File: config.mk
export PLATFORM = sky130hd
export DESIGN_NAME = rtc_access_top
export DESIGN_NICKNAME = d
export VERILOG_FILES = /design/src/design/rtc_access_pkg.sv /design/src/design/rtc_task_select.sv /design/src/design/rtc_task_sequencer.sv /design/src/design/rtc_access_queue.sv /design/src/design/rtc_bus_engine.sv /design/src/design/rtc_access_top.sv
export VERILOG_INCLUDE_DIRS = /design/src /design/src/design
export SDC_FILE = /design/constraint.sdc
export NUM_CORES = 1
export LEC_CHECK = 0
export CORE_ASPECT_RATIO = 1.1
export CORE_MARGIN = 3
export CORE_UTILIZATION = 45
export DETAILED_ROUTE_END_ITERATION = 12
export DONT_BUFFER_PORTS = 1
export PLACE_DENSITY = 0.65
export SLEW_MARGIN = 30
export SYNTH_ARGS = -nofsm -noshare
export SYNTH_HDL_FRONTEND = slang
export SYNTH_SLANG_ARGS = --single-unit
File: constraint.sdc
create_clock -name clk -period 6.7 [get_ports clk]
set_input_delay 1.005 -clock clk [delete_from_list [all_inputs] [get_ports clk]]
set_output_delay 1.005 -clock clk [all_outputs]
set_load 0.1 [all_outputs]
File: src/design/rtc_access_cfg.svh
`ifndef RTC_ACCESS_CFG_SVH
`define RTC_ACCESS_CFG_SVH

// Entries between sequencer and bus engine
`define RTC_QUEUE_DEPTH 4

// Control register and its power-up value
`define RTC_REG_CTRL 8'h00
`define RTC_INIT_VALUE 8'h10

// Seconds, then minutes and hours
`define RTC_REG_TIME_BASE 8'h21

// Day, then month and year
`define RTC_REG_DATE_BASE 8'h24

// Three stopwatch registers from here up
`define RTC_REG_CHRONO_BASE 8'h41

`endif

File: src/design/rtc_access_pkg.sv
`default_nettype none

package rtc_access_pkg;

    typedef logic [7:0] rtc_addr_t;
    typedef logic [7:0] rtc_byte_t;

    // Three BCD bytes, low byte first (sec/min/hour or day/month/year)
    typedef logic [23:0] rtc_field3_t;

    typedef enum logic [2:0] {
        TASK_INIT,
        TASK_READ_TIME,
        TASK_SET_TIME,
        TASK_SET_DATE,
        TASK_CLEAR_CHRONO
    } rtc_task_e;

    // One queued register access
    typedef struct packed {
        logic      write;
        rtc_addr_t addr;
        rtc_byte_t wdata;
    } rtc_access_t;

    // Outbound bus
    typedef struct packed {
        logic      req;
        logic      write;
        rtc_addr_t addr;
        rtc_byte_t wdata;
    } rtc_bus_req_t;

    // Inbound bus
    typedef struct packed {
        logic      ack;
        rtc_byte_t rdata;
    } rtc_bus_rsp_t;

    typedef struct packed {
        rtc_addr_t addr;
        rtc_byte_t data;
    } rtc_rd_result_t;

endpackage

`default_nettype wire

File: src/design/rtc_task_select.sv
`timescale 1ns/100ps
`default_nettype none

// panel_req bit map: [3] read time, [2] set time, [1] set date, [0] clear chrono
module rtc_task_select import rtc_access_pkg::*; (
    input  logic       clk,
    input  logic       rst,
    input  logic [3:0] panel_req,
    output logic       task_req,
    output rtc_task_e  task_id,
    input  logic       task_ack
);

    typedef enum logic {
        SEL_IDLE,
        SEL_REQ
    } sel_state_e;

    sel_state_e state;
    logic       init_pending;
    rtc_task_e  next_id;

    // Init first, then lowest-numbered active line
    always_comb begin
        next_id = TASK_READ_TIME;
        if (init_pending) begin
            next_id = TASK_INIT;
        end else if (panel_req[0]) begin
            next_id = TASK_CLEAR_CHRONO;
        end else if (panel_req[1]) begin
            next_id = TASK_SET_DATE;
        end else if (panel_req[2]) begin
            next_id = TASK_SET_TIME;
        end
    end

    always_ff @(posedge clk) begin
        if (rst) begin
            state        <= SEL_IDLE;
            task_req     <= 1'b0;
            task_id      <= TASK_INIT;
            init_pending <= 1'b1;
        end else begin
            case (state)
                SEL_IDLE: begin
                    // previous ack must be gone before a new request
                    if (!task_ack && (init_pending || (|panel_req))) begin
                        task_id  <= next_id;
                        task_req <= 1'b1;
                        state    <= SEL_REQ;
                    end
                end
                SEL_REQ: begin
                    if (task_ack) begin
                        task_req     <= 1'b0;
                        init_pending <= 1'b0;
                        state        <= SEL_IDLE;
                    end
                end
            endcase
        end
    end

    // Sequencer relies on a steady task id for the whole handshake
    a_task_id_stable: assert property (@(posedge clk) disable iff (rst)
        task_req |=> (!task_req || $stable(task_id)))
        else $error("task_id changed while task_req was high");

endmodule

`default_nettype wire

File: src/design/rtc_task_sequencer.sv
`timescale 1ns/100ps
`default_nettype none

`include "rtc_access_cfg.svh"

module rtc_task_sequencer import rtc_access_pkg::*; (
    input  logic        clk,
    input  logic        rst,
    input  logic        task_req,
    input  rtc_task_e   task_id,
    output logic        task_ack,
    input  rtc_field3_t set_value,
    output logic        push,
    output rtc_access_t push_data,
    input  logic        full
);

    typedef enum logic [1:0] {
        SEQ_IDLE,
        SEQ_EMIT,
        SEQ_ACK
    } seq_state_e;

    seq_state_e  state;
    rtc_task_e   cur_task;
    rtc_field3_t value_q;
    logic [1:0]  step;
    logic [1:0]  last_step;
    rtc_addr_t   step_addr;
    rtc_byte_t   value_byte;

    //////////////////////////////////////////////////
    // Access list of the current task
    //////////////////////////////////////////////////

    // Init is a single access, every other task three
    assign last_step = (cur_task == TASK_INIT) ? 2'd0 : 2'd2;
    assign step_addr = rtc_addr_t'(step);

    always_comb begin
        case (step)
            2'd0:    value_byte = value_q[7:0];
            2'd1:    value_byte = value_q[15:8];
            default: value_byte = value_q[23:16];
        endcase
    end

    always_comb begin
        push_data = '0;
        case (cur_task)
            TASK_INIT: begin
                push_data.write = 1'b1;
                push_data.addr  = `RTC_REG_CTRL;
                push_data.wdata = `RTC_INIT_VALUE;
            end
            TASK_READ_TIME: begin
                push_data.addr  = `RTC_REG_TIME_BASE + step_addr;
            end
            TASK_SET_TIME: begin
                push_data.write = 1'b1;
                push_data.addr  = `RTC_REG_TIME_BASE + step_addr;
                push_data.wdata = value_byte;
            end
            TASK_SET_DATE: begin
                push_data.write = 1'b1;
                push_data.addr  = `RTC_REG_DATE_BASE + step_addr;
                push_data.wdata = value_byte;
            end
            TASK_CLEAR_CHRONO: begin
                // Zero data, already set by the default
                push_data.write = 1'b1;
                push_data.addr  = `RTC_REG_CHRONO_BASE + step_addr;
            end
            default: push_data = '0;
        endcase
    end

    // Entry stays on push_data while the queue is full
    assign push = (state == SEQ_EMIT) && !full;

    //////////////////////////////////////////////////
    // Task handshake and step counter
    //////////////////////////////////////////////////

    always_ff @(posedge clk) begin
        if (rst) begin
            state    <= SEQ_IDLE;
            task_ack <= 1'b0;
            step     <= 2'd0;
            cur_task <= TASK_INIT;
        end else begin
            case (state)
                SEQ_IDLE: begin
                    if (task_req) begin
                        cur_task <= task_id;
                        value_q  <= set_value;
                        step     <= 2'd0;
                        state    <= SEQ_EMIT;
                    end
                end
                SEQ_EMIT: begin
                    if (push) begin
                        if (step == last_step) begin
                            task_ack <= 1'b1;
                            state    <= SEQ_ACK;
                        end else begin
                            step <= step + 2'd1;
                        end
                    end
                end
                SEQ_ACK: begin
                    if (!task_req) begin
                        task_ack <= 1'b0;
                        state    <= SEQ_IDLE;
                    end
                end
                default: state <= SEQ_IDLE;
            endcase
        end
    end

endmodule

`default_nettype wire

File: src/design/rtc_access_queue.sv
`timescale 1ns/100ps
`default_nettype none

`include "rtc_access_cfg.svh"

// DEPTH must be a power of two of at least 2
module rtc_access_queue import rtc_access_pkg::*; #(
    parameter int DEPTH = `RTC_QUEUE_DEPTH
) (
    input  logic        clk,
    input  logic        rst,
    input  logic        push,
    input  rtc_access_t push_data,
    output logic        full,
    input  logic        pop,
    output rtc_access_t head,
    output logic        empty
);

    localparam int AW = $clog2(DEPTH);
    localparam logic [AW:0] FULL_CNT = (AW + 1)'(DEPTH);

    rtc_access_t   mem [DEPTH];
    logic [AW-1:0] wr_ptr;
    logic [AW-1:0] rd_ptr;
    logic [AW:0]   count;

    assign full  = (count == FULL_CNT);
    assign empty = (count == '0);
    assign head  = mem[rd_ptr];

    always_ff @(posedge clk) begin
        if (push) begin
            mem[wr_ptr] <= push_data;
        end
    end

    // Pointers wrap on their own
    always_ff @(posedge clk) begin
        if (rst) begin
            wr_ptr <= '0;
            rd_ptr <= '0;
            count  <= '0;
        end else begin
            if (push) begin
                wr_ptr <= wr_ptr + AW'(1);
            end
            if (pop) begin
                rd_ptr <= rd_ptr + AW'(1);
            end
            case ({push, pop})
                2'b10:   count <= count + (AW + 1)'(1);
                2'b01:   count <= count - (AW + 1)'(1);
                default: count <= count;
            endcase
        end
    end

    a_no_overflow: assert property (@(posedge clk) disable iff (rst) !(push && full))
        else $error("push into a full access queue");

    a_no_underflow: assert property (@(posedge clk) disable iff (rst) !(pop && empty))
        else $error("pop from an empty access queue");

endmodule

`default_nettype wire

File: src/design/rtc_bus_engine.sv
`timescale 1ns/100ps
`default_nettype none

module rtc_bus_engine import rtc_access_pkg::*; (
    input  logic           clk,
    input  logic           rst,
    input  logic           empty,
    input  rtc_access_t    head,
    output logic           pop,
    output rtc_bus_req_t   bus_req,
    input  rtc_bus_rsp_t   bus_rsp,
    output logic           rd_valid,
    output rtc_rd_result_t rd_result,
    output logic           idle
);

    typedef enum logic [1:0] {
        ENG_IDLE,
        ENG_REQ,
        ENG_RELEASE
    } eng_state_e;

    eng_state_e  state;
    logic        req_q;
    rtc_access_t cur_q;

    // Pop on the way out of idle, req follows a cycle later
    assign pop  = (state == ENG_IDLE) && !empty;
    assign idle = (state == ENG_IDLE);

    assign bus_req.req   = req_q;
    assign bus_req.write = cur_q.write;
    assign bus_req.addr  = cur_q.addr;
    assign bus_req.wdata = cur_q.wdata;

    //////////////////////////////////////////////////
    // Four-phase req/ack cycle
    //////////////////////////////////////////////////

    always_ff @(posedge clk) begin
        if (rst) begin
            state    <= ENG_IDLE;
            req_q    <= 1'b0;
            rd_valid <= 1'b0;
        end else begin
            rd_valid <= 1'b0;
            case (state)
                ENG_IDLE: begin
                    if (!empty) begin
                        req_q <= 1'b1;
                        state <= ENG_REQ;
                    end
                end
                ENG_REQ: begin
                    if (bus_rsp.ack) begin
                        req_q    <= 1'b0;
                        rd_valid <= !cur_q.write;
                        state    <= ENG_RELEASE;
                    end
                end
                ENG_RELEASE: begin
                    // Access complete once ack falls
                    if (!bus_rsp.ack) begin
                        state <= ENG_IDLE;
                    end
                end
                default: state <= ENG_IDLE;
            endcase
        end
    end

    // Access fields and read capture
    always_ff @(posedge clk) begin
        if (pop) begin
            cur_q <= head;
        end
        if ((state == ENG_REQ) && bus_rsp.ack) begin
            rd_result.addr <= cur_q.addr;
            rd_result.data <= bus_rsp.rdata;
        end
    end

    a_bus_stable: assert property (@(posedge clk) disable iff (rst)
        (bus_req.req && !bus_rsp.ack) |=> $stable(bus_req))
        else $error("bus request changed before ack");

endmodule

`default_nettype wire

File: src/design/rtc_access_top.sv
`timescale 1ns/100ps
`default_nettype none

`include "rtc_access_cfg.svh"

module rtc_access_top import rtc_access_pkg::*; (
    input  logic           clk,
    input  logic           rst,
    input  logic [3:0]     panel_req,
    input  rtc_field3_t    set_value,
    output rtc_bus_req_t   bus_req,
    input  rtc_bus_rsp_t   bus_rsp,
    output logic           rd_valid,
    output rtc_rd_result_t rd_result,
    output logic           busy
);

    logic        task_req;
    rtc_task_e   task_id;
    logic        task_ack;
    logic        push;
    rtc_access_t push_data;
    logic        full;
    logic        pop;
    rtc_access_t head;
    logic        empty;
    logic        eng_idle;

    //////////////////////////////////////////////////
    // Task side
    //////////////////////////////////////////////////

    rtc_task_select select_i (
        .clk       (clk),
        .rst       (rst),
        .panel_req (panel_req),
        .task_req  (task_req),
        .task_id   (task_id),
        .task_ack  (task_ack)
    );

    rtc_task_sequencer sequencer_i (
        .clk       (clk),
        .rst       (rst),
        .task_req  (task_req),
        .task_id   (task_id),
        .task_ack  (task_ack),
        .set_value (set_value),
        .push      (push),
        .push_data (push_data),
        .full      (full)
    );

    //////////////////////////////////////////////////
    // Access side
    //////////////////////////////////////////////////

    rtc_access_queue #(
        .DEPTH (`RTC_QUEUE_DEPTH)
    ) queue_i (
        .clk       (clk),
        .rst       (rst),
        .push      (push),
        .push_data (push_data),
        .full      (full),
        .pop       (pop),
        .head      (head),
        .empty     (empty)
    );

    rtc_bus_engine engine_i (
        .clk       (clk),
        .rst       (rst),
        .empty     (empty),
        .head      (head),
        .pop       (pop),
        .bus_req   (bus_req),
        .bus_rsp   (bus_rsp),
        .rd_valid  (rd_valid),
        .rd_result (rd_result),
        .idle      (eng_idle)
    );

    // Nothing queued, nothing on the bus, no task in handshake
    assign busy = !(eng_idle && empty && !task_req);

endmodule

`default_nettype wire

After elaboration in Yosys (flattened, before gate mapping)
Memories as Yosys holds them, arrays and structs flattened. A register that Yosys moved wholly into a read port is not among the register bits.
Cells that the tools add are included.
W data, S select, Z words.
{"block": "totals", "in_bits": 39, "word_cells": 128, "n_memories": 1, "mem_bits_rw": 68, "reg_bits": 65, "output_inout_bits": 36}
{"name": "queue_i.mem", "depth": 4, "word_bits": 17, "rd": 1, "rd_clocked_by_memory_dff": 1, "write_ports": 1, "line_no": "rtc_access_queue.sv:23", "source": "rtc_access_t mem [DEPTH];"}
{"block": "op_classes", "n_eq_ne": 23, "muxes": 38, "addsub": 8, "bitwise": 4, "reduce_logical": 37}
{"operator": "$pmux W8 S2", "count": 2}
{"operator": "$mux W2", "count": 12}
{"operator": "$pmux W8 S3", "count": 1}
{"operator": "$add A6 B2 Y7 const A", "count": 2}
{"operator": "$ne A2 B2 Y1 const B", "count": 7}
{"operator": "$mux W1", "count": 12}
{"operator": "$pmux W2 S3", "count": 2}
{"operator": "$reduce_and A4 Y1", "count": 3}
{"operator": "$mux W3", "count": 3}
{"operator": "$reduce_and A3 Y1", "count": 3}
{"operator": "$add A7 B2 Y8 const A", "count": 1}
{"operator": "$eq A2 B1 Y1 const B", "count": 4}
{"operator": "$pmux W1 S2", "count": 4}
{"operator": "$reduce_and A2 Y1", "count": 4}
{"operator": "$reduce_bool A2 Y1", "count": 4}
{"operator": "$reduce_or A4 Y1", "count": 2}
{"operator": "$add A2 B1 Y2 const B", "count": 3}
{"operator": "$eq A2 B2 Y1 const B", "count": 3}
{"operator": "$eq A3 B2 Y1 const B", "count": 2}
{"operator": "$eq A3 B3 Y1 const B", "count": 2}
{"operator": "$logic_and A1 B1 Y1", "count": 6}
{"operator": "$logic_not A1 Y1", "count": 6}
{"operator": "$logic_not A2 Y1", "count": 3}
{"operator": "$logic_not A3 Y1", "count": 2}
{"operator": "other kinds (11)", "count": 17}

Depth between registers and ports, before layout
Gate-level depths: netlist (run 1).
{"block": "logic_depth", "depth_word": 6, "mapped_depth": 10, "mapped_depth_nobuf": 9}

Modules after synthesis
Synthesis (run 1) repeated with hierarchy kept, for this count alone.
{"block": "hier_totals", "hier_cells": 343, "area_unflattened_um2": 5855.6}
{"module": "rtc_access_queue", "seq_area_each_um2": 2222.1, "cells_per_inst": 136, "area_per_inst_um2": 2926.6, "n_inst": 1}
{"module": "rtc_task_sequencer", "seq_area_each_um2": 880.8, "cells_per_inst": 127, "area_per_inst_um2": 1492.7, "n_inst": 1}
{"module": "rtc_bus_engine", "seq_area_each_um2": 1071.0, "cells_per_inst": 51, "area_per_inst_um2": 1176.1, "n_inst": 1}
{"module": "rtc_task_select", "seq_area_each_um2": 120.1, "cells_per_inst": 28, "area_per_inst_um2": 252.7, "n_inst": 1}
{"module": "rtc_access_top", "seq_area_each_um2": 0.0, "cells_per_inst": 1, "area_per_inst_um2": 7.5, "n_inst": 1}

Least setup slack after synthesis (run 1)
No wires, ideal clock.
{"block": "synth_path", "path_kind": "in2reg", "from": "in rst", "to": "reg sequencer_i.value_q[0], enable pin", "slack_ps": 4009, "path_stages": 2, "n_path_buf": 1, "arrival_ps": 2283, "required_ps": 6293, "setup_time_ps": 407, "path_cell_list": "clkbuf_1 nor2b_1"}
{"block": "synth_between", "elab_chain_cells": 2}
{"item": "from (decl)", "line_no": "rtc_access_top.sv:8", "source": "input logic rst,"}
{"item": "$not A1 Y1 (no source line)"}
{"item": "$reduce_and A3 Y1 (no source line)"}
{"item": "to (signal assigned)", "line_no": "rtc_task_sequencer.sv:96", "source": "value_q <= set_value;"}
{"item": "to (decl)", "line_no": "rtc_task_sequencer.sv:26", "source": "rtc_field3_t value_q;"}
No other way between the ends.
A chain may end at the register's enable or synchronous reset.

Worst setup path after layout (run 1)
{"block": "layout_path", "from": "reg queue_i.count[0]", "to": "out busy"}
{"block": "layout_between", "elab_chain_cells": 4}
{"item": "from (decl)", "line_no": "rtc_access_queue.sv:26", "source": "logic [AW:0] count;"}
{"item": "from (signal assigned)", "line_no": "rtc_access_queue.sv:52", "source": "2'b10: count <= count + (AW + 1)'(1);"}
{"item": "from (signal assigned)", "line_no": "rtc_access_queue.sv:53", "source": "2'b01: count <= count - (AW + 1)'(1);"}
{"item": "from (signal assigned)", "line_no": "rtc_access_queue.sv:54", "source": "default: count <= count;"}
{"item": "$logic_not A3 Y1", "line_no": "rtc_access_queue.sv:29", "source": "assign empty = (count == '0);"}
{"item": "$logic_and A1 B1 Y1 (2 in series)", "line_no": "rtc_access_top.sv:85", "source": "assign busy = !(eng_idle && empty && !task_req);"}
{"item": "$logic_not A1 Y1", "line_no": "rtc_access_top.sv:85"}
{"item": "to (decl)", "line_no": "rtc_access_top.sv:15", "source": "output logic busy"}
No other way between the ends.

==> results of run 1 <==
==> Yosys cell counts, drive strengths merged (2+ instances only) <==
library cell  number
edfxtp           107
dfxtp             25
a21oi             21
nor2              21
mux4              14
nand2             14
buf               12
inv               10
a22oi              9
ha                 8
and2               7
o21ai              7
clkbuf             6
nand2b             5
nor2b              5
nor3               5
nor3b              4
xnor2              4
xor2               4
a21o               3
mux2i              3
or3                3
a211oi             2
nand3              2
nor4b              2
or4                2
==> power groups by stage <==
stage | clock, uW | sequential [uW] | combinational, uW
floorplan | 0 | 1460 | 255
global placement | 0 | 1520 | 244
detailed placement | 0 | 1520 | 254
CTS | 975 | 1500 | 256
global route | 1020 | 1520 | 276
finish | 957 | 1500 | 251
==> state kept, by name (all words and copies together), names as in the netlist, 2 cells and up <==
| signal | cells |
|---|---|
| sequencer_i.step | 2 |
| engine_i.rd_result | 13 |
| select_i.task_id | 3 |
| engine_i.bus_req | 14 |
| sequencer_i.value_q | 24 |
| queue_i.mem | 56 |
| queue_i.count | 3 |
| sequencer_i.state | 2 |
| queue_i.wr_ptr | 2 |
| queue_i.rd_ptr | 2 |
| sequencer_i.cur_task | 3 |
| engine_i.state | 2 |
==> cell families (layout without fill, tap and decap cells) <==
group	count (synthesis)	count (layout)
adders and majority gates	9	9
AOI/OAI and AO/OA	50	50
xor gates and xnor gates	8	8
DFF	132	132
muxes	18	18
buffers and inverters	28	42
other	1	6
and+or+nand+nor	71	71
==> cell type report <==
type / instances / share of cell area
Multi-Input combinational cell: 162 / 0.222
Sequential cell: 132 / 0.634
Clock inverter: 13 / 0.0312
Inverter: 10 / 0.00640
Tap cell: 147 / 0.0314
Clock buffer: 19 / 0.0756
==> worst paths after layout <==
check                                      endpoint  slack [ns]  cells past startpoint
worst max-delay path                           busy        3.67                      2
worst min-delay path            select_i.task_id[0]        0.45                      2
worst max register to register     queue_i.count[2]        4.09                      9
worst min register to register  select_i.task_id[0]        0.45                      2
==> worst max-delay path: stages (launching register included) <==
cell and delay (ns):
dfxtp_1 0.35, or3_1 0.40, or4_1 0.87
==> through the flow <==
step	hold slack (ns)	total power (uW)	util
detailed placement	0.444	1770	0.476
CTS	0.450	2740	0.532
global placement	0.446	1760	0.475
floorplan	0.432	1720	-
finish	0.446	2710	0.532
global route	0.480	2810	0.532
==> layer usage <==
metal | vias to the layer above | GRT usage | share of wire
met5 | - | 0 | 0
met4 | 0 | 0.0560 | 0.012
met3 | 10 | 0.0549 | 0.053
met2 | 72 | 0.213 | 0.49
met1 | 1217 | 0.167 | 0.44
li1 | 1204 | - | -
==> results.sh, run 1 <==
export IMPL_r2r_start="queue_i.count[0]"
export IMPL_synth_top_area_share=0.626
export IMPL_post_cts_setup_buffers=0
export IMPL_synth_xor_area_share=0.0136
export IMPL_ioPinCount=75
export IMPL_final_hold_violation_count=0
export IMPL_placedCellCount=451
export IMPL_cp_data_arrival_time_ns=2.03
export IMPL_dr_pass1_iters=5
export IMPL_worst_path_max_fanout=4
export IMPL_pwr_share_comb=0.093
export IMPL_cts_buffer_depth=2
export IMPL_place_worst_setup_slack_ns=4.05
export IMPL_numCtsBuffers=17
export IMPL_postRouteAntennaNets=0
export IMPL_grt_usage=0.136
export IMPL_p_seq_frac=0.554
export IMPL_layout_setup_ws_ns=3.67
export IMPL_required_ns=5.69
export IMPL_fp_dieW_um=108
export IMPL_drtIter0Drc=151
export IMPL_placed_area_mm2=0.00524
export IMPL_power_leakage_uw=0.00195
export IMPL_regArea_mm2=0.00371
export IMPL_synth_compound_area_frac=0.0643
export IMPL_min_path_type="register to register"
export IMPL_vias=2503
export IMPL_final_cells=483
export IMPL_synth_top_area_cell="edfxtp_1"
export IMPL_holdBufCountCts=0
export IMPL_gp_congestion=0.719
export IMPL_synthMuxAreaShare=0.0695
export IMPL_num_antenna_cells=0
export IMPL_fillers=901
export IMPL_multi_input_area_mm2=0.00130
export IMPL_power_frac_clock=0.353
export IMPL_clk_pin_slew_ns=0.05
export IMPL_endpoint_kind="output pin"
export IMPL_root_buffer="clkbuf_16"
export IMPL_cts_tree="yes"
export IMPL_synth_simple_area_share=0.0765
export IMPL_clk_latency_ns=0.41
export IMPL_final_cell_mix="edfxtp_1 (107), dfxtp_1 (24), nor2_1 (21), a21oi_1 (21), clkbuf_16 (17)"
export IMPL_area_growth_pct=14.2
export IMPL_via_per_inst=5.18
export IMPL_rows=40
export IMPL_yosysUniqueCellTypes=46
export IMPL_drt_wirelength_per_cell_um=16.5
export IMPL_cts_resized_gates=0
export IMPL_synth_area_top_cells="edfxtp_1 (63%), dfxtp_1 (9.7%), mux4_2 (6.1%)"
export IMPL_dp_hpwl_mm=5.23
export IMPL_tns_ns=0
export IMPL_grt_antenna_before_repair=0
export IMPL_drcViolationCount=0
export IMPL_fmax_mhz=330
export IMPL_synth_top_family_by_area="simple AND/OR/NAND/NOR gates"
export IMPL_p_per_area_mw_per_mm2=462
export IMPL_clock_skew_ns=0.00861
export IMPL_fin_nets=371
export IMPL_core_mm2=0.0110
export IMPL_hp_start="select_i.task_id[0]"
export IMPL_drive_gt1_frac=0.173
export IMPL_switchingPower_uw=969
export IMPL_worstSetupPathType="register to output pin"
export IMPL_fin_area_mm2=0.00586
export IMPL_grt_start_max_net_pins=27
export IMPL_ir_drop_uv=203
export IMPL_grt_pass1_wl_mm=13.0
export IMPL_worstMarginPinSlew_ns=0.979
export IMPL_setup_worst_path_start_class="register"
export IMPL_fin_crit_ns=3.03
export IMPL_yosys_most_used_dff="edfxtp_1"
export IMPL_ys_warnings_count=0
export IMPL_final_common_cell="edfxtp_1"
export IMPL_relSlewSlack=0.346
export IMPL_syn_cell_area_mm2=0.00513
export IMPL_synthAdderAreaFrac=0.0234
export IMPL_yosysSeqAreaShare=0.723
export IMPL_numPortBuffers=0
export IMPL_synth_edff_count=107
export IMPL_setup_worst_path_start="queue_i.count[0]"
export IMPL_first_global_vias=2527
export IMPL_wirelength_mm=7.95
export IMPL_ys_seq_elements=132
export IMPL_htree_levels=4
export IMPL_cts_sinks=132
export IMPL_syn_inst=317
export IMPL_die_area_mm2=0.0127
export IMPL_p_sw_frac=0.358
export IMPL_intPower_uw=1740
export IMPL_period_share=0.452
export IMPL_rsz0062_at_grt="no"
export IMPL_final_max_slew_viol_count=0
export IMPL_overflow=0
export IMPL_outcome="finished clean"
export IMPL_drv_cap=0
export IMPL_initial_core_util=0.466
export IMPL_die_h_um=118
export IMPL_setup_violations=0
export IMPL_synth_avg_cell_area_um2=16.2
export IMPL_async_flop_share=0
Power figures use the tool's default switching activity.
==> inputs of run 2 (changes only) <==
- clock period: 6.7 -> 3 ns (I/O delays scaled with it)
==> results.sh, run 2 (same netlist as run 1, synthesis figures left out) <==
export IMPL_overflow=0
export IMPL_reg2reg_slack_ns=0.71
export IMPL_grt_antenna_before_repair=0
export IMPL_drive_gt1_frac=0.171
export IMPL_required_ns=2.55
export IMPL_grt_usage=0.134
export IMPL_cts_buffer_depth=2
export IMPL_grt_start_max_net_pins=27
export IMPL_num_antenna_cells=0
export IMPL_clk_pin_slew_ns=0.06
export IMPL_drt_wirelength_per_cell_um=16.2
export IMPL_dp_hpwl_mm=5.19
export IMPL_cts_resized_gates=0
export IMPL_worstSetupPathType="register to output pin"
export IMPL_drv_cap=0
export IMPL_period_share=0.820
export IMPL_min_path_type="primary input to register"
export IMPL_fin_nets=374
export IMPL_postRouteAntennaNets=0
export IMPL_vias=2526
export IMPL_root_buffer="clkbuf_16"
export IMPL_die_area_mm2=0.0127
export IMPL_rsz0062_at_grt="no"
export IMPL_drcViolationCount=0
export IMPL_first_global_vias=2487
export IMPL_fin_area_mm2=0.00585
export IMPL_final_hold_violation_count=0
export IMPL_dr_pass1_iters=4
export IMPL_final_max_slew_viol_count=0
export IMPL_ir_drop_uv=464
export IMPL_p_per_area_mw_per_mm2=1020
export IMPL_core_mm2=0.0110
export IMPL_worst_path_max_fanout=4
export IMPL_power_leakage_uw=0.00195
export IMPL_relSlewSlack=0.351
export IMPL_p_total_uw=5970
export IMPL_wirelength_mm=7.86
export IMPL_fp_dieW_um=108
export IMPL_final_common_cell="edfxtp_1"
export IMPL_endpoint_kind="output pin"
export IMPL_cp_data_arrival_time_ns=2.01
export IMPL_fin_hold_ws_ns=0.109
export IMPL_grt_pass1_wl_mm=12.6
export IMPL_clk_latency_ns=0.41
export IMPL_fillers=882
export IMPL_setup_violations=0
export IMPL_via_per_inst=5.20
export IMPL_clock_skew_ns=0.0108
export IMPL_layout_setup_ws_ns=0.539
export IMPL_outcome="finished clean"
export IMPL_cts_tree="yes"
export IMPL_placed_area_mm2=0.00525
export IMPL_fin_crit_ns=2.46
export IMPL_place_worst_setup_slack_ns=0.673
export IMPL_final_cell_mix="edfxtp_1 (107), dfxtp_1 (25), nor2_1 (21), a21oi_1 (21), clkbuf_16 (17)"
export IMPL_area_growth_pct=14.0
export IMPL_largest_reg_flops=56
export IMPL_tns_ns=0
export IMPL_drtIter0Drc=160
export IMPL_numPortBuffers=0
export IMPL_holdBufCountCts=0
export IMPL_fmax_mhz=406
export IMPL_setup_worst_path_start_class="register"
export IMPL_ioPinCount=75
export IMPL_cts_sinks=132
export IMPL_gp_congestion=0.748
export IMPL_die_h_um=118
export IMPL_post_cts_setup_buffers=0
export IMPL_top_register="queue_i.mem"
export IMPL_numCtsBuffers=17
export IMPL_initial_core_util=0.466
export IMPL_rows=40
export IMPL_htree_levels=4
export IMPL_worstMarginPinSlew_ns=0.972
-- run 2: changes by cell type in the layout (fill, tap and decap cells not counted) --
cell	previous run	this run
buf_4	0	3
bufinv_16	4	3
clkbuf_1	1	2
clkinv_1	0	1
clkinv_2	3	1
clkinv_4	1	2
dfxtp_1	24	25
dfxtp_2	1	0
nor2b_2	0	1
nor2b_4	1	0
-- run 2: metal layers --
metal	wire, um	vias up	GRT usage	part of all wire
met5	0	-	0	0
met4	63	0	0.0505	0.0080
met3	486	4	0.0680	0.062
met2	3870	78	0.201	0.49
met1	3450	1233	0.164	0.44
li1	-	1211	-	-
-- run 2: cell type report --
class	count	area (um^2)	share of cell area
Timing Repair Buffer	3	22.5	0.00385
Multi-Input combinational cell	162	1290	0.221
Inverter	10	37.5	0.00641
Tap cell	147	184	0.0314
Clock buffer	20	447	0.0763
Clock inverter	12	155	0.0265
Sequential cell	132	3710	0.634
-- run 2: worst paths after layout --
kind                       startpoint             endpoint  depth (start not counted)
setup / recovery     queue_i.count[0]                 busy                          2
hold / removal                    rst       engine_i.req_q                          1
setup reg to reg     queue_i.count[0]     queue_i.count[2]                          9
hold reg to reg   select_i.task_id[1]  select_i.task_id[1]                          2
-- run 2: critical path, stage by stage, from the launching register on --
cell	delay, ns
dfxtp_1	0.34
or3_1	0.40
or4_1	0.87
-- run 2: metrics by stage --
stage                     std cells   util
after floorplan                 322      -
after global placement          454  0.477
after detailed placement        454  0.477
after CTS                       486  0.532
after global routing            486  0.532
final                           486  0.532
-- run 2: power by group --
| part | total [uW] | switching (uW) | internal, uW |
|---|---|---|---|
| sequential | 3310 | 1050 | 2260 |
| clock | 2050 | 726 | 1330 |
| combinational | 600 | 376 | 225 |
